## src/include/isr_decoder_consts.svh

```systemverilog
`ifndef ISR_DECODER_CONSTS_SVH
`define ISR_DECODER_CONSTS_SVH

// instruction state word layout with the opcode in 15..10
`define ISR_WIDTH     16
`define OPCODE_WIDTH  6
`define REG_IDX_WIDTH 3
`define NUM_REGS      8

// register roles
`define PSW_SLOT      5
`define PC_REG        7
`define SP_REG        6

// queue entries and initial credits on both sides
`define CREDIT_COUNT  2

`endif

```

## src/verilog/isr_decoder_pkg.sv

```systemverilog
`include "isr_decoder_consts.svh"

package isr_decoder_pkg;

    // execute-state codes
    typedef enum logic [`OPCODE_WIDTH-1:0] {
        op_hlt = 6'b000000,
        op_clr = 6'b000100,
        op_asl = 6'b001000, op_asr = 6'b001001, op_rlc = 6'b001010, op_rrc = 6'b001011,
        op_lsl = 6'b001100, op_lsr = 6'b001101, op_rol = 6'b001110, op_ror = 6'b001111,
        op_mov = 6'b010000, op_jmp = 6'b010001, op_ret = 6'b010010, op_rit = 6'b010011,
        op_add = 6'b010100, op_rjp = 6'b010101, op_adc = 6'b010110,
        op_sub = 6'b011000, op_sbc = 6'b011010, op_cmp = 6'b011011,
        op_or  = 6'b100000, op_xor = 6'b100001, op_and = 6'b100010, op_bit = 6'b100011,
        op_jsr = 6'b101100, op_rjs = 6'b101101, op_svc = 6'b101110,
        op_brn = 6'b110000, op_brz = 6'b110001, op_brv = 6'b110010, op_brc = 6'b110011,
        op_rbn = 6'b111000, op_rbz = 6'b111001, op_rbv = 6'b111010, op_rbc = 6'b111011
    } op_e;

    typedef enum logic [1:0] {
        mode_d  = 2'd0,
        mode_i  = 2'd1,
        mode_mi = 2'd2,
        mode_ip = 2'd3
    } addr_mode_e;

    typedef struct packed {
        op_e                       opcode;
        addr_mode_e                f_mode;
        logic [`REG_IDX_WIDTH-1:0] f_value;
        addr_mode_e                t_mode;
        logic [`REG_IDX_WIDTH-1:0] t_value;
    } isr_t;

    typedef struct packed {
        logic if0;
        logic if1;
        logic ff0;
        logic ff1;
        logic ff2;
        logic tf0;
        logic tf1;
        logic ex1;
    } phase_t;

    typedef struct packed {
        logic n;
        logic z;
        logic v;
        logic c;
    } psw_t;

    typedef struct packed {
        isr_t   isr;
        phase_t phase;
        psw_t   psw;
    } decode_req_t;

    typedef struct packed {
        logic asl;
        logic asr;
        logic rlc;
        logic rrc;
        logic lsl;
        logic lsr;
        logic rol;
        logic ror;
        logic clr;
        logic mov;
        logic jump_like;
        logic write_group;
        logic flag_group;
        logic arith_read;
        logic logic_read;
        logic branch_taken;
        logic branch_any;
        logic adc;
        logic sbc;
    } op_group_t;

    typedef struct packed {
        logic [`NUM_REGS-1:0] src_read;
        logic [`NUM_REGS-1:0] dst_write;
        logic                 sma;
        logic                 smd;
        logic                 sb0;
        logic                 mda;
        logic                 b0b;
    } reg_sel_t;

    typedef struct packed {
        logic als;
        logic alu_x;
        logic alu_y;
        logic alu_z;
        logic alu_u;
        logic alu_v;
        logic shs;
        logic sft_a;
        logic sft_b;
        logic sft_c;
        logic sft_d;
        logic sft_e;
        logic sft_r;
        logic sft_l;
    } alu_ctrl_t;

    typedef struct packed {
        reg_sel_t  sel;
        alu_ctrl_t alu;
        logic      f_is_d;
        logic      t_is_d;
    } ctrl_word_t;

endpackage

```

## src/verilog/isr_field_decoder.sv

```systemverilog
`timescale 1ns/1ps

module isr_field_decoder
    import isr_decoder_pkg::*;
(
    input  decode_req_t req,
    output op_group_t   ops,
    output logic        f_is_d,
    output logic        t_is_d
);

    op_e  opcode;
    logic is_shift;
    logic is_arith;
    logic is_logic;
    logic taken;

    assign opcode   = req.isr.opcode;
    assign is_shift = opcode inside {op_asl, op_asr, op_rlc, op_rrc,
                                     op_lsl, op_lsr, op_rol, op_ror};
    assign is_arith = opcode inside {op_add, op_adc, op_rjp, op_sub, op_sbc, op_cmp};
    assign is_logic = opcode inside {op_or, op_xor, op_and, op_bit};

    assign f_is_d = (req.isr.f_mode == mode_d);
    assign t_is_d = (req.isr.t_mode == mode_d);

    // plain and relative branches test the same flag
    always_comb begin
        case (opcode)
            op_brn, op_rbn: taken = req.psw.n;
            op_brz, op_rbz: taken = req.psw.z;
            op_brv, op_rbv: taken = req.psw.v;
            op_brc, op_rbc: taken = req.psw.c;
            default:        taken = 1'b0;
        endcase
    end

    always_comb begin
        ops.asl          = (opcode == op_asl);
        ops.asr          = (opcode == op_asr);
        ops.rlc          = (opcode == op_rlc);
        ops.rrc          = (opcode == op_rrc);
        ops.lsl          = (opcode == op_lsl);
        ops.lsr          = (opcode == op_lsr);
        ops.rol          = (opcode == op_rol);
        ops.ror          = (opcode == op_ror);
        ops.clr          = (opcode == op_clr);
        ops.mov          = (opcode == op_mov);
        ops.adc          = (opcode == op_adc);
        ops.sbc          = (opcode == op_sbc);
        ops.arith_read   = is_arith;
        ops.logic_read   = is_logic;
        ops.jump_like    = opcode inside {op_jmp, op_ret, op_rit, op_jsr, op_rjs, op_svc};
        ops.branch_any   = opcode inside {op_brn, op_brz, op_brv, op_brc,
                                          op_rbn, op_rbz, op_rbv, op_rbc};
        ops.branch_taken = taken;
        // cmp and bit only touch flags while rjp leaves them alone
        ops.write_group  = (opcode == op_clr) || is_shift || (opcode == op_mov)
                           || (is_arith && opcode != op_cmp) || (is_logic && opcode != op_bit);
        ops.flag_group   = (opcode == op_clr) || is_shift || (opcode == op_mov)
                           || (is_arith && opcode != op_rjp) || is_logic;
    end

endmodule

```

## src/verilog/reg_select_decoder.sv

```systemverilog
`timescale 1ns/1ps

`include "isr_decoder_consts.svh"

module reg_select_decoder
    import isr_decoder_pkg::*;
(
    input  decode_req_t req,
    input  op_group_t   ops,
    output reg_sel_t    sel
);

    phase_t phase;
    isr_t   isr;
    logic   any_shift;
    logic   f_ip;
    logic   t_ip;
    logic   t_d;
    logic   sp_read;
    logic   pc_read;
    logic   pc_load;
    logic   call_ex;

    assign phase     = req.phase;
    assign isr       = req.isr;
    assign any_shift = ops.asl | ops.asr | ops.rlc | ops.rrc
                     | ops.lsl | ops.lsr | ops.rol | ops.ror;

    assign f_ip = (isr.f_mode == mode_ip);
    assign t_ip = (isr.t_mode == mode_ip);
    assign t_d  = (isr.t_mode == mode_d);

    // return paths pop through the stack pointer
    assign sp_read = isr.opcode inside {op_ret, op_rit};
    assign pc_read = phase.if0 | phase.if1 | (phase.ex1 & (isr.opcode == op_rjs));
    assign call_ex = phase.ex1 & (isr.opcode inside {op_jsr, op_rjs, op_svc});
    assign pc_load = phase.if1 | (isr.opcode inside {op_jmp, op_ret, op_rit})
                   | ops.branch_taken | call_ex;

    always_comb begin
        logic [`REG_IDX_WIDTH-1:0] idx;
        logic                      f_hit;
        logic                      t_hit;
        for (int n = 0; n < `NUM_REGS; n++) begin
            idx   = `REG_IDX_WIDTH'(n);
            f_hit = (phase.ff0 || (phase.ff1 && f_ip)) && (isr.f_value == idx);
            t_hit = isr.t_value == idx;
            sel.src_read[n]  = f_hit || (phase.tf0 && t_hit) || (phase.tf1 && t_ip && t_hit);
            sel.dst_write[n] = f_hit || (phase.tf1 && t_ip && t_hit)
                               || (ops.write_group && t_d && t_hit);
        end
        sel.src_read[`SP_REG]  = sel.src_read[`SP_REG] | sp_read;
        sel.src_read[`PC_REG]  = sel.src_read[`PC_REG] | pc_read;
        sel.dst_write[`PC_REG] = sel.dst_write[`PC_REG] | pc_load;
        // this slot writes the status word and never register 5
        sel.dst_write[`PSW_SLOT] = ops.flag_group;

        sel.sma = phase.if0 | phase.ff0 | phase.tf0;
        sel.smd = phase.if0 | phase.ff0 | phase.tf0 | ops.write_group
                | (isr.opcode inside {op_jsr, op_rjs, op_svc});
        sel.sb0 = phase.ff2;
        sel.mda = phase.ff2 | any_shift | ops.arith_read | ops.logic_read
                | (isr.opcode inside {op_rbn, op_rbz, op_rbv, op_rbc});
        sel.b0b = ops.mov | ops.arith_read | ops.logic_read | ops.jump_like
                | ops.branch_any | phase.ex1;
    end

endmodule

```

## src/verilog/alu_control_decoder.sv

```systemverilog
`timescale 1ns/1ps

module alu_control_decoder
    import isr_decoder_pkg::*;
(
    input  decode_req_t req,
    input  op_group_t   ops,
    output alu_ctrl_t   alu
);

    op_e  opcode;
    logic any_shift;
    logic pass;

    assign opcode    = req.isr.opcode;
    assign any_shift = ops.asl | ops.asr | ops.rlc | ops.rrc
                     | ops.lsl | ops.lsr | ops.rol | ops.ror;

    // alu passes its operand through on every phase step and plain data move
    assign pass = (|req.phase) | ops.mov | ops.arith_read | ops.jump_like | ops.branch_any;

    always_comb begin
        alu.als   = pass | ops.clr | ops.logic_read;
        alu.alu_x = (req.phase.ff0 && req.isr.f_mode == mode_mi)
                    || (opcode inside {op_sub, op_sbc, op_cmp});
        alu.alu_y = pass;
        alu.alu_z = (opcode == op_or);
        // carry in for increments and subtracts
        alu.alu_u = req.phase.if1 | req.phase.ff1 | req.phase.tf1
                  | (opcode == op_sub) | (opcode == op_cmp)
                  | (ops.adc & req.psw.c) | (ops.sbc & ~req.psw.c);
        alu.alu_v = pass | (opcode == op_xor);

        alu.shs   = any_shift;
        alu.sft_a = ops.asl | ops.asr;
        alu.sft_b = ops.rol;
        alu.sft_c = ops.lsl | ops.rol | ops.rlc;
        alu.sft_d = ops.ror;
        alu.sft_e = ops.rlc | ops.rrc;
        alu.sft_r = ops.asr | ops.ror | ops.rrc;
        alu.sft_l = ops.asl | ops.lsl | ops.rol | ops.rlc;
    end

endmodule

```

## src/verilog/ctrl_word_queue.sv

```systemverilog
`timescale 1ns/1ps

`include "isr_decoder_consts.svh"

module ctrl_word_queue
    import isr_decoder_pkg::*;
(
    input  logic       clk,
    input  logic       reset,
    input  logic       req_valid,
    input  reg_sel_t   sel,
    input  alu_ctrl_t  alu,
    input  logic       f_is_d,
    input  logic       t_is_d,
    input  logic       credit_return,
    output logic       ctrl_valid,
    output ctrl_word_t ctrl,
    output logic       req_credit
);

    localparam int DEPTH = `CREDIT_COUNT;
    localparam int PTR_W = (DEPTH > 1) ? $clog2(DEPTH) : 1;
    localparam int CNT_W = $clog2(DEPTH + 1);

    ctrl_word_t       mem [DEPTH];
    ctrl_word_t       word_in;
    logic [PTR_W-1:0] wr_ptr;
    logic [PTR_W-1:0] rd_ptr;
    logic [CNT_W-1:0] entry_count;
    logic [CNT_W-1:0] entry_count_next;
    logic [CNT_W-1:0] down_credits;
    logic [CNT_W-1:0] down_credits_next;
    logic             pop;

    function automatic logic [PTR_W-1:0] next_ptr(input logic [PTR_W-1:0] ptr);
        if (ptr == PTR_W'(DEPTH - 1)) begin
            return '0;
        end
        return ptr + 1'b1;
    endfunction

    assign word_in = '{sel: sel, alu: alu, f_is_d: f_is_d, t_is_d: t_is_d};

    // head leaves whenever it is presented and its slot goes back upstream at once
    assign pop        = ctrl_valid;
    assign req_credit = ctrl_valid;
    assign ctrl       = mem[rd_ptr];

    always_comb begin
        entry_count_next = entry_count;
        if (req_valid && !pop) begin
            entry_count_next = entry_count + 1'b1;
        end else if (!req_valid && pop) begin
            entry_count_next = entry_count - 1'b1;
        end
    end

    always_comb begin
        down_credits_next = down_credits;
        if (credit_return && !pop) begin
            down_credits_next = down_credits + 1'b1;
        end else if (!credit_return && pop) begin
            down_credits_next = down_credits - 1'b1;
        end
    end

    always_ff @(posedge clk) begin
        if (reset) begin
            wr_ptr       <= '0;
            rd_ptr       <= '0;
            entry_count  <= '0;
            down_credits <= CNT_W'(DEPTH);
            ctrl_valid   <= 1'b0;
        end else begin
            if (req_valid) begin
                wr_ptr <= next_ptr(wr_ptr);
            end
            if (pop) begin
                rd_ptr <= next_ptr(rd_ptr);
            end
            entry_count  <= entry_count_next;
            down_credits <= down_credits_next;
            ctrl_valid   <= (entry_count_next != '0) && (down_credits_next != '0);
        end
    end

    always_ff @(posedge clk) begin
        if (req_valid) begin
            mem[wr_ptr] <= word_in;
        end
    end

endmodule

```

## src/verilog/isr_decoder_top.sv

```systemverilog
`timescale 1ns/1ps

module isr_decoder_top
    import isr_decoder_pkg::*;
(
    input  logic        clk,
    input  logic        reset,
    input  logic        req_valid,
    input  decode_req_t req,
    input  logic        credit_return,
    output logic        ctrl_valid,
    output ctrl_word_t  ctrl,
    output logic        req_credit
);

    op_group_t ops;
    reg_sel_t  sel;
    alu_ctrl_t alu;
    logic      f_is_d;
    logic      t_is_d;

    isr_field_decoder i_field_decoder (
        .req    (req),
        .ops    (ops),
        .f_is_d (f_is_d),
        .t_is_d (t_is_d)
    );

    // register and alu decoding run side by side
    reg_select_decoder i_reg_select (
        .req (req),
        .ops (ops),
        .sel (sel)
    );

    alu_control_decoder i_alu_control (
        .req (req),
        .ops (ops),
        .alu (alu)
    );

    ctrl_word_queue i_queue (
        .clk           (clk),
        .reset         (reset),
        .req_valid     (req_valid),
        .sel           (sel),
        .alu           (alu),
        .f_is_d        (f_is_d),
        .t_is_d        (t_is_d),
        .credit_return (credit_return),
        .ctrl_valid    (ctrl_valid),
        .ctrl          (ctrl),
        .req_credit    (req_credit)
    );

endmodule

```

## config.mk

```make
export PLATFORM = sky130hd
export DESIGN_NAME = isr_decoder_top
export DESIGN_NICKNAME = d
export VERILOG_FILES = /design/src/verilog/isr_decoder_pkg.sv /design/src/verilog/isr_field_decoder.sv /design/src/verilog/reg_select_decoder.sv /design/src/verilog/alu_control_decoder.sv /design/src/verilog/ctrl_word_queue.sv /design/src/verilog/isr_decoder_top.sv
export VERILOG_INCLUDE_DIRS = /design/src /design/src/include
export SDC_FILE = /design/constraint.sdc
export NUM_CORES = 1
export LEC_CHECK = 0
export BUFFER_PORTS_ARGS = -buffer_cell sky130_fd_sc_hd__buf_2
export CORE_ASPECT_RATIO = 1.2
export CORE_MARGIN = 2
export CORE_UTILIZATION = 55
export DETAILED_ROUTE_END_ITERATION = 16
export PLACE_DENSITY = 0.79
export SLEW_MARGIN = 10
export SYNTH_ARGS = -nofsm -noshare
export SYNTH_HDL_FRONTEND = slang
export SYNTH_SLANG_ARGS = --single-unit
```

## constraint.sdc

```tcl
create_clock -name clk -period 3.95 [get_ports clk]
set_clock_uncertainty 0.2 [all_clocks]
set_input_delay 0.79 -clock clk [delete_from_list [all_inputs] [get_ports clk]]
set_output_delay 0.79 -clock clk [all_outputs]
set_load 0.05 [all_outputs]
```

; ---- Yosys cells after proc, flatten, opt, wreduce, memory -nomap -nowiden
; Memory sizes are Yosys's and may differ from the RTL's. A register that Yosys moved wholly into a read port is not among the register bits.
; Index checks and enable logic that the tools add are counted.
[word_totals]
register_bits = 7
ramBits = 74
in_bits = 32
n_memories = 1
[memory_table]
columns = memory, words, width, read_ports, rd_ports_with_merged_regs, write_ports, line
row1 = i_queue.mem, 2, 37, 1, 1, 1, ctrl_word_queue.sv:25  ; ctrl_word_t mem [DEPTH];
[classes]
add_sub_neg = 6
n_eq_ne = 54
n_mux = 19
bitwise = 54
n_reduce_logical = 105
[op_table]
columns = cell, count
row1 = "6-bit == test, second input constant", 15
row2 = "6-bit by 5-bit == test with 1-bit output, second input constant", 10
row3 = 1-bit bitwise OR, 49
row4 = "6-bit by 4-bit == test with 1-bit output, second input constant", 8
row5 = 1-bit logical AND, 43
row6 = 1-bit logical OR, 38
row7 = "3-bit == test, second input constant", 8
row8 = 8-bit nonzero test, 2
row9 = 1-bit two-way mux, 14
row10 = "3-bit by 2-bit == test with 1-bit output, second input constant", 4
row11 = "6-bit by 5-bit != test with 1-bit output, second input constant", 2
row12 = 6-bit nonzero test, 2
row13 = 3-bit nonzero test, 3
row14 = 2-bit two-way mux, 4
row15 = 4-bit nonzero test, 2
row16 = 2-bit OR reduction, 4
row17 = 8-bit OR reduction, 1
row18 = "2-bit == test, second input constant", 3
row19 = "3-bit by 1-bit == test with 1-bit output, second input constant", 2
row20 = "6-bit by 3-bit == test with 1-bit output, second input constant", 1
row21 = 3-bit zero test, 2
row22 = "6-bit != test, second input constant", 1
row23 = 2-bit nonzero test, 3
row24 = "2-bit by 1-bit adder with 2-bit output, second input constant", 2
row25 = 7 further kinds, 15

; ---- Depth between registers and ports, before layout
[depth]
word_depth = 12
depth_mapped = 6
ltp_nobuf = 5

; ---- Cells and area by module
; From an unflattened synthesis, not the netlist that was laid out.
[unflattened]
cells_unflattened = 313
hier_area_um2 = 4053.9
[by_module_without_submodules]
columns = mod, n_inst, cells_per_inst, area_per_inst_um2, seq_area_each_um2
row1 = ctrl_word_queue, 1, 160, 3070.4, 2382.3
row2 = reg_select_decoder, 1, 64, 409.1, 0.0
row3 = isr_field_decoder, 1, 61, 396.6, 0.0
row4 = alu_control_decoder, 1, 28, 177.7, 0.0

; ---- Worst setup path after synthesis
; No wires, ideal clock.
[synth_path]
kind = input to register
startpoint = in req_valid
endpoint = mem i_queue.mem[0][0] (netlist bit) (enable)
t_arrival_ps = 2755
slack_ps = 559
path_stages = 2
cell_sequence = clkbuf_1 -> nor2b_1
[synth_via]
elab_chain_cells = 2
[synth_lines]
columns = element, line
row1 = from (decl), isr_decoder_top.sv:8  ; input logic req_valid,
row2 = 1-bit two-way mux, ctrl_word_queue.sv:88  ; if (req_valid) begin
row3 = 1-bit two-way mux (not written as such), ctrl_word_queue.sv:89  ; mem[wr_ptr] <= word_in;
row4 = to (decl), ctrl_word_queue.sv:25
; Every way passes these cells.

==> flow_metrics.env <==
export IMPL_p_per_area_nw_per_um2=617
export IMPL_ys_warn_count=0
export IMPL_crit_family="buffers and inverters"
export IMPL_yosys_top_cells_area="edfxtp_1, mux2_2, dfxtp_1"
export IMPL_ys_seq_elements=82
export IMPL_ios=71
export IMPL_hp_class="register to register"
export IMPL_synthFlopType="edfxtp_1"
export IMPL_drive_above_1_share=0.379
export IMPL_peakVddDrop_mv=0.399
export IMPL_synth_top_cell_area_share=0.571
export IMPL_crit_arrival_ns=1.85
export IMPL_r2r_slack_ns=2.13
export IMPL_die_area_um2=7770
export IMPL_synth_common_cells="edfxtp_1, mux2_2, nor2_1"
export IMPL_first_iter_violations=164
export IMPL_cts_root_buf="clkbuf_8"
export IMPL_clock_path_buffers=2
export IMPL_rows=33
export IMPL_worst_setup_path_start_kind="register"
export IMPL_criticalPathCategory="register to output port"
export IMPL_async_flop_share=0
export IMPL_fp_dieH_um=96.1
export IMPL_cp_end_kind="output port"
export IMPL_drt_first_pass_iters=5
export IMPL_synth_fp_nets=332
export IMPL_drv_slew=0
export IMPL_synth_distinct_cells=58
export IMPL_clk_pin_slew_ns=0.08
export IMPL_avgSynthCellArea_um2=13.0
export IMPL_status="finished, final reports clean"
export IMPL_setup_tns_ns=0
export IMPL_place_hpwl_um=5660
export IMPL_synth_edf_count=74
export IMPL_cp_num_buf_inv=2
export IMPL_grt_ovfl_total=0
export IMPL_clk_latency_ns=0.35
export IMPL_synth_most_common_cell="edfxtp_1"
export IMPL_start_util=0.568
export IMPL_required_ns=2.96
export IMPL_hold_violations=0
export IMPL_finalSetupViolCount=0
export IMPL_io_buffers=70
export IMPL_ctsResizeCount=0
export IMPL_diodes=0
export IMPL_cts_tree="done"
export IMPL_finalCritPeriodShare=0.718
export IMPL_synth_largest_area_cell="edfxtp_1"
export IMPL_leakage_nw=1.61
export IMPL_antenna_found_initial=0
export IMPL_drc=0
export IMPL_wl_per_cell_um=17.8
export IMPL_stdcell_area_um2=4490
export IMPL_cts_num_sinks=82
export IMPL_fillers=539
export IMPL_syn_area_um2=3890
export IMPL_num_nets_final=399
export IMPL_grt_start_max_net_pins=38
export IMPL_placed_cell_area_um2=4290
export IMPL_maxSlewHeadroom=0.494
export IMPL_cts_buffers=9
export IMPL_track_usage=0.227
export IMPL_crit_slowest_cell="dfxtp_1"
export IMPL_max_freq_mhz=353
export IMPL_slowest_delay_ns=0.43
export IMPL_die_w_um=80.8
export IMPL_syn_inst=300
export IMPL_areaGrowthSynthToFinish_pct=15.5
export IMPL_fin_crit_ns=2.84
export IMPL_worst_slew_pin_transition_ns=0.758
export IMPL_core_um2=6850
export IMPL_routed_wl_um=8180
export IMPL_rsz0062_at_grt="no"
export IMPL_grt_pass1_vias=2542
export IMPL_post_cts_buffers=0
export IMPL_viasPerCell=5.85
export IMPL_vias=2687
export IMPL_cts_hold_buf=0
export IMPL_ys_seq_area_frac=0.612
export IMPL_path_cells="buf_4, mux2_2, buf_2"
export IMPL_gp_congestion=0.865
export IMPL_grt_pass1_wl_um=12800
export IMPL_ant_nets=0
export IMPL_drv_cap=0
export IMPL_crit_path_max_fanout=33
export IMPL_cts_htree_levels=3
[stage by stage]
stage                     utilization  hold WS (ns)  total power [mW]  setup WS [ns]  instances
after global routing            0.656         0.380              2.90           1.01        459
after global placement          0.627         0.304              2.18           1.35        443
after floorplan                     -         0.281              1.99          0.559        300
after detailed placement        0.627         0.314              2.19           1.29        443
after CTS                       0.656         0.339              2.80           1.07        459
final                           0.656         0.331              2.77           1.11        459
[final cells by class]
| type | count | area [um2] | share of cell area |
|---|---|---|---|
| multi-input combinational | 192 | 1400 | 0.311 |
| clock inverter | 7 | 76.3 | 0.0170 |
| timing repair buffer | 73 | 373 | 0.0830 |
| inverter | 9 | 33.8 | 0.00752 |
| clock buffer | 9 | 124 | 0.0276 |
| tap | 87 | 109 | 0.0242 |
| sequential | 82 | 2380 | 0.530 |
[state kept, by name (all words and copies together) (netlist names), named ones only]
| register | count |
|---|---|
| i_queue.mem | 74 |
| i_queue.down_credits | 2 |
| i_queue.entry_count | 2 |
| i_queue.ctrl_valid | 1 |
| i_queue.rd_ptr | 1 |
| i_queue.wr_ptr | 1 |
[layer usage]
metal,track usage,part of all wire,vias to the layer above
met5,0,0,-
met4,0.0918,0.017,0
met3,0.0544,0.068,13
met2,0.361,0.49,119
met1,0.302,0.43,1286
li1,-,-,1269
[cell families after synthesis]
| group | share of synthesized area |
|---|---|
| AND/OR/NAND/NOR | 0.112 |
| AO/OA/AOI/OAI | 0.109 |
| flip-flops | 0.612 |
| buffers and inverters | 0.0309 |
| multiplexers | 0.116 |
| XOR/XNOR | 0.0203 |
[layout by cell type, fill, tap and decap left out, types with 2 or more instances in the layout]
master	n
a21oi_1	14
a31o_2	2
a31oi_1	7
a32oi_1	2
and3_1	2
buf_2	70
buf_4	3
clkbuf_8	9
clkinvlp_4	2
dfxtp_1	8
edfxtp_1	74
inv_1	7
inv_2	2
inv_6	3
mux2_2	38
nand2_1	14
nand2b_1	9
nand3_1	6
nor2_1	27
nor2b_1	5
nor3_1	11
o211ai_1	2
o21ai_0	9
o31ai_1	2
xnor2_1	7
xor2_1	2
[where the power goes]
| part | switching, mW | internal (mW) | leakage (nW) |
|---|---|---|---|
| clock network | 0.310 | 0.297 | 0.0966 |
| logic | 0.739 | 0.332 | 0.769 |
| registers | 0.0647 | 1.03 | 0.748 |
[tightest hold or removal path, cell delays in order, from the launching register on]
cell and delay [ns]:
dfxtp_1 0.33, xnor2_1 0.08, nor2_1 0.08
[worst paths after layout]
| path | start | endpoint | depth (start not counted) |
|---|---|---|---|
| max | register | ctrl[33] | 3 |
| min | i_queue.rd_ptr$_SDFFE_PP0P_ | i_queue.rd_ptr$_SDFFE_PP0P_ | 2 |
| max reg2reg | i_queue.wr_ptr$_SDFFE_PP0P_ | i_queue.mem[0][1]$_DFFE_PP_ | 2 |
| min reg2reg | i_queue.rd_ptr$_SDFFE_PP0P_ | i_queue.rd_ptr$_SDFFE_PP0P_ | 2 |
Power figures use the tool's default switching activity.
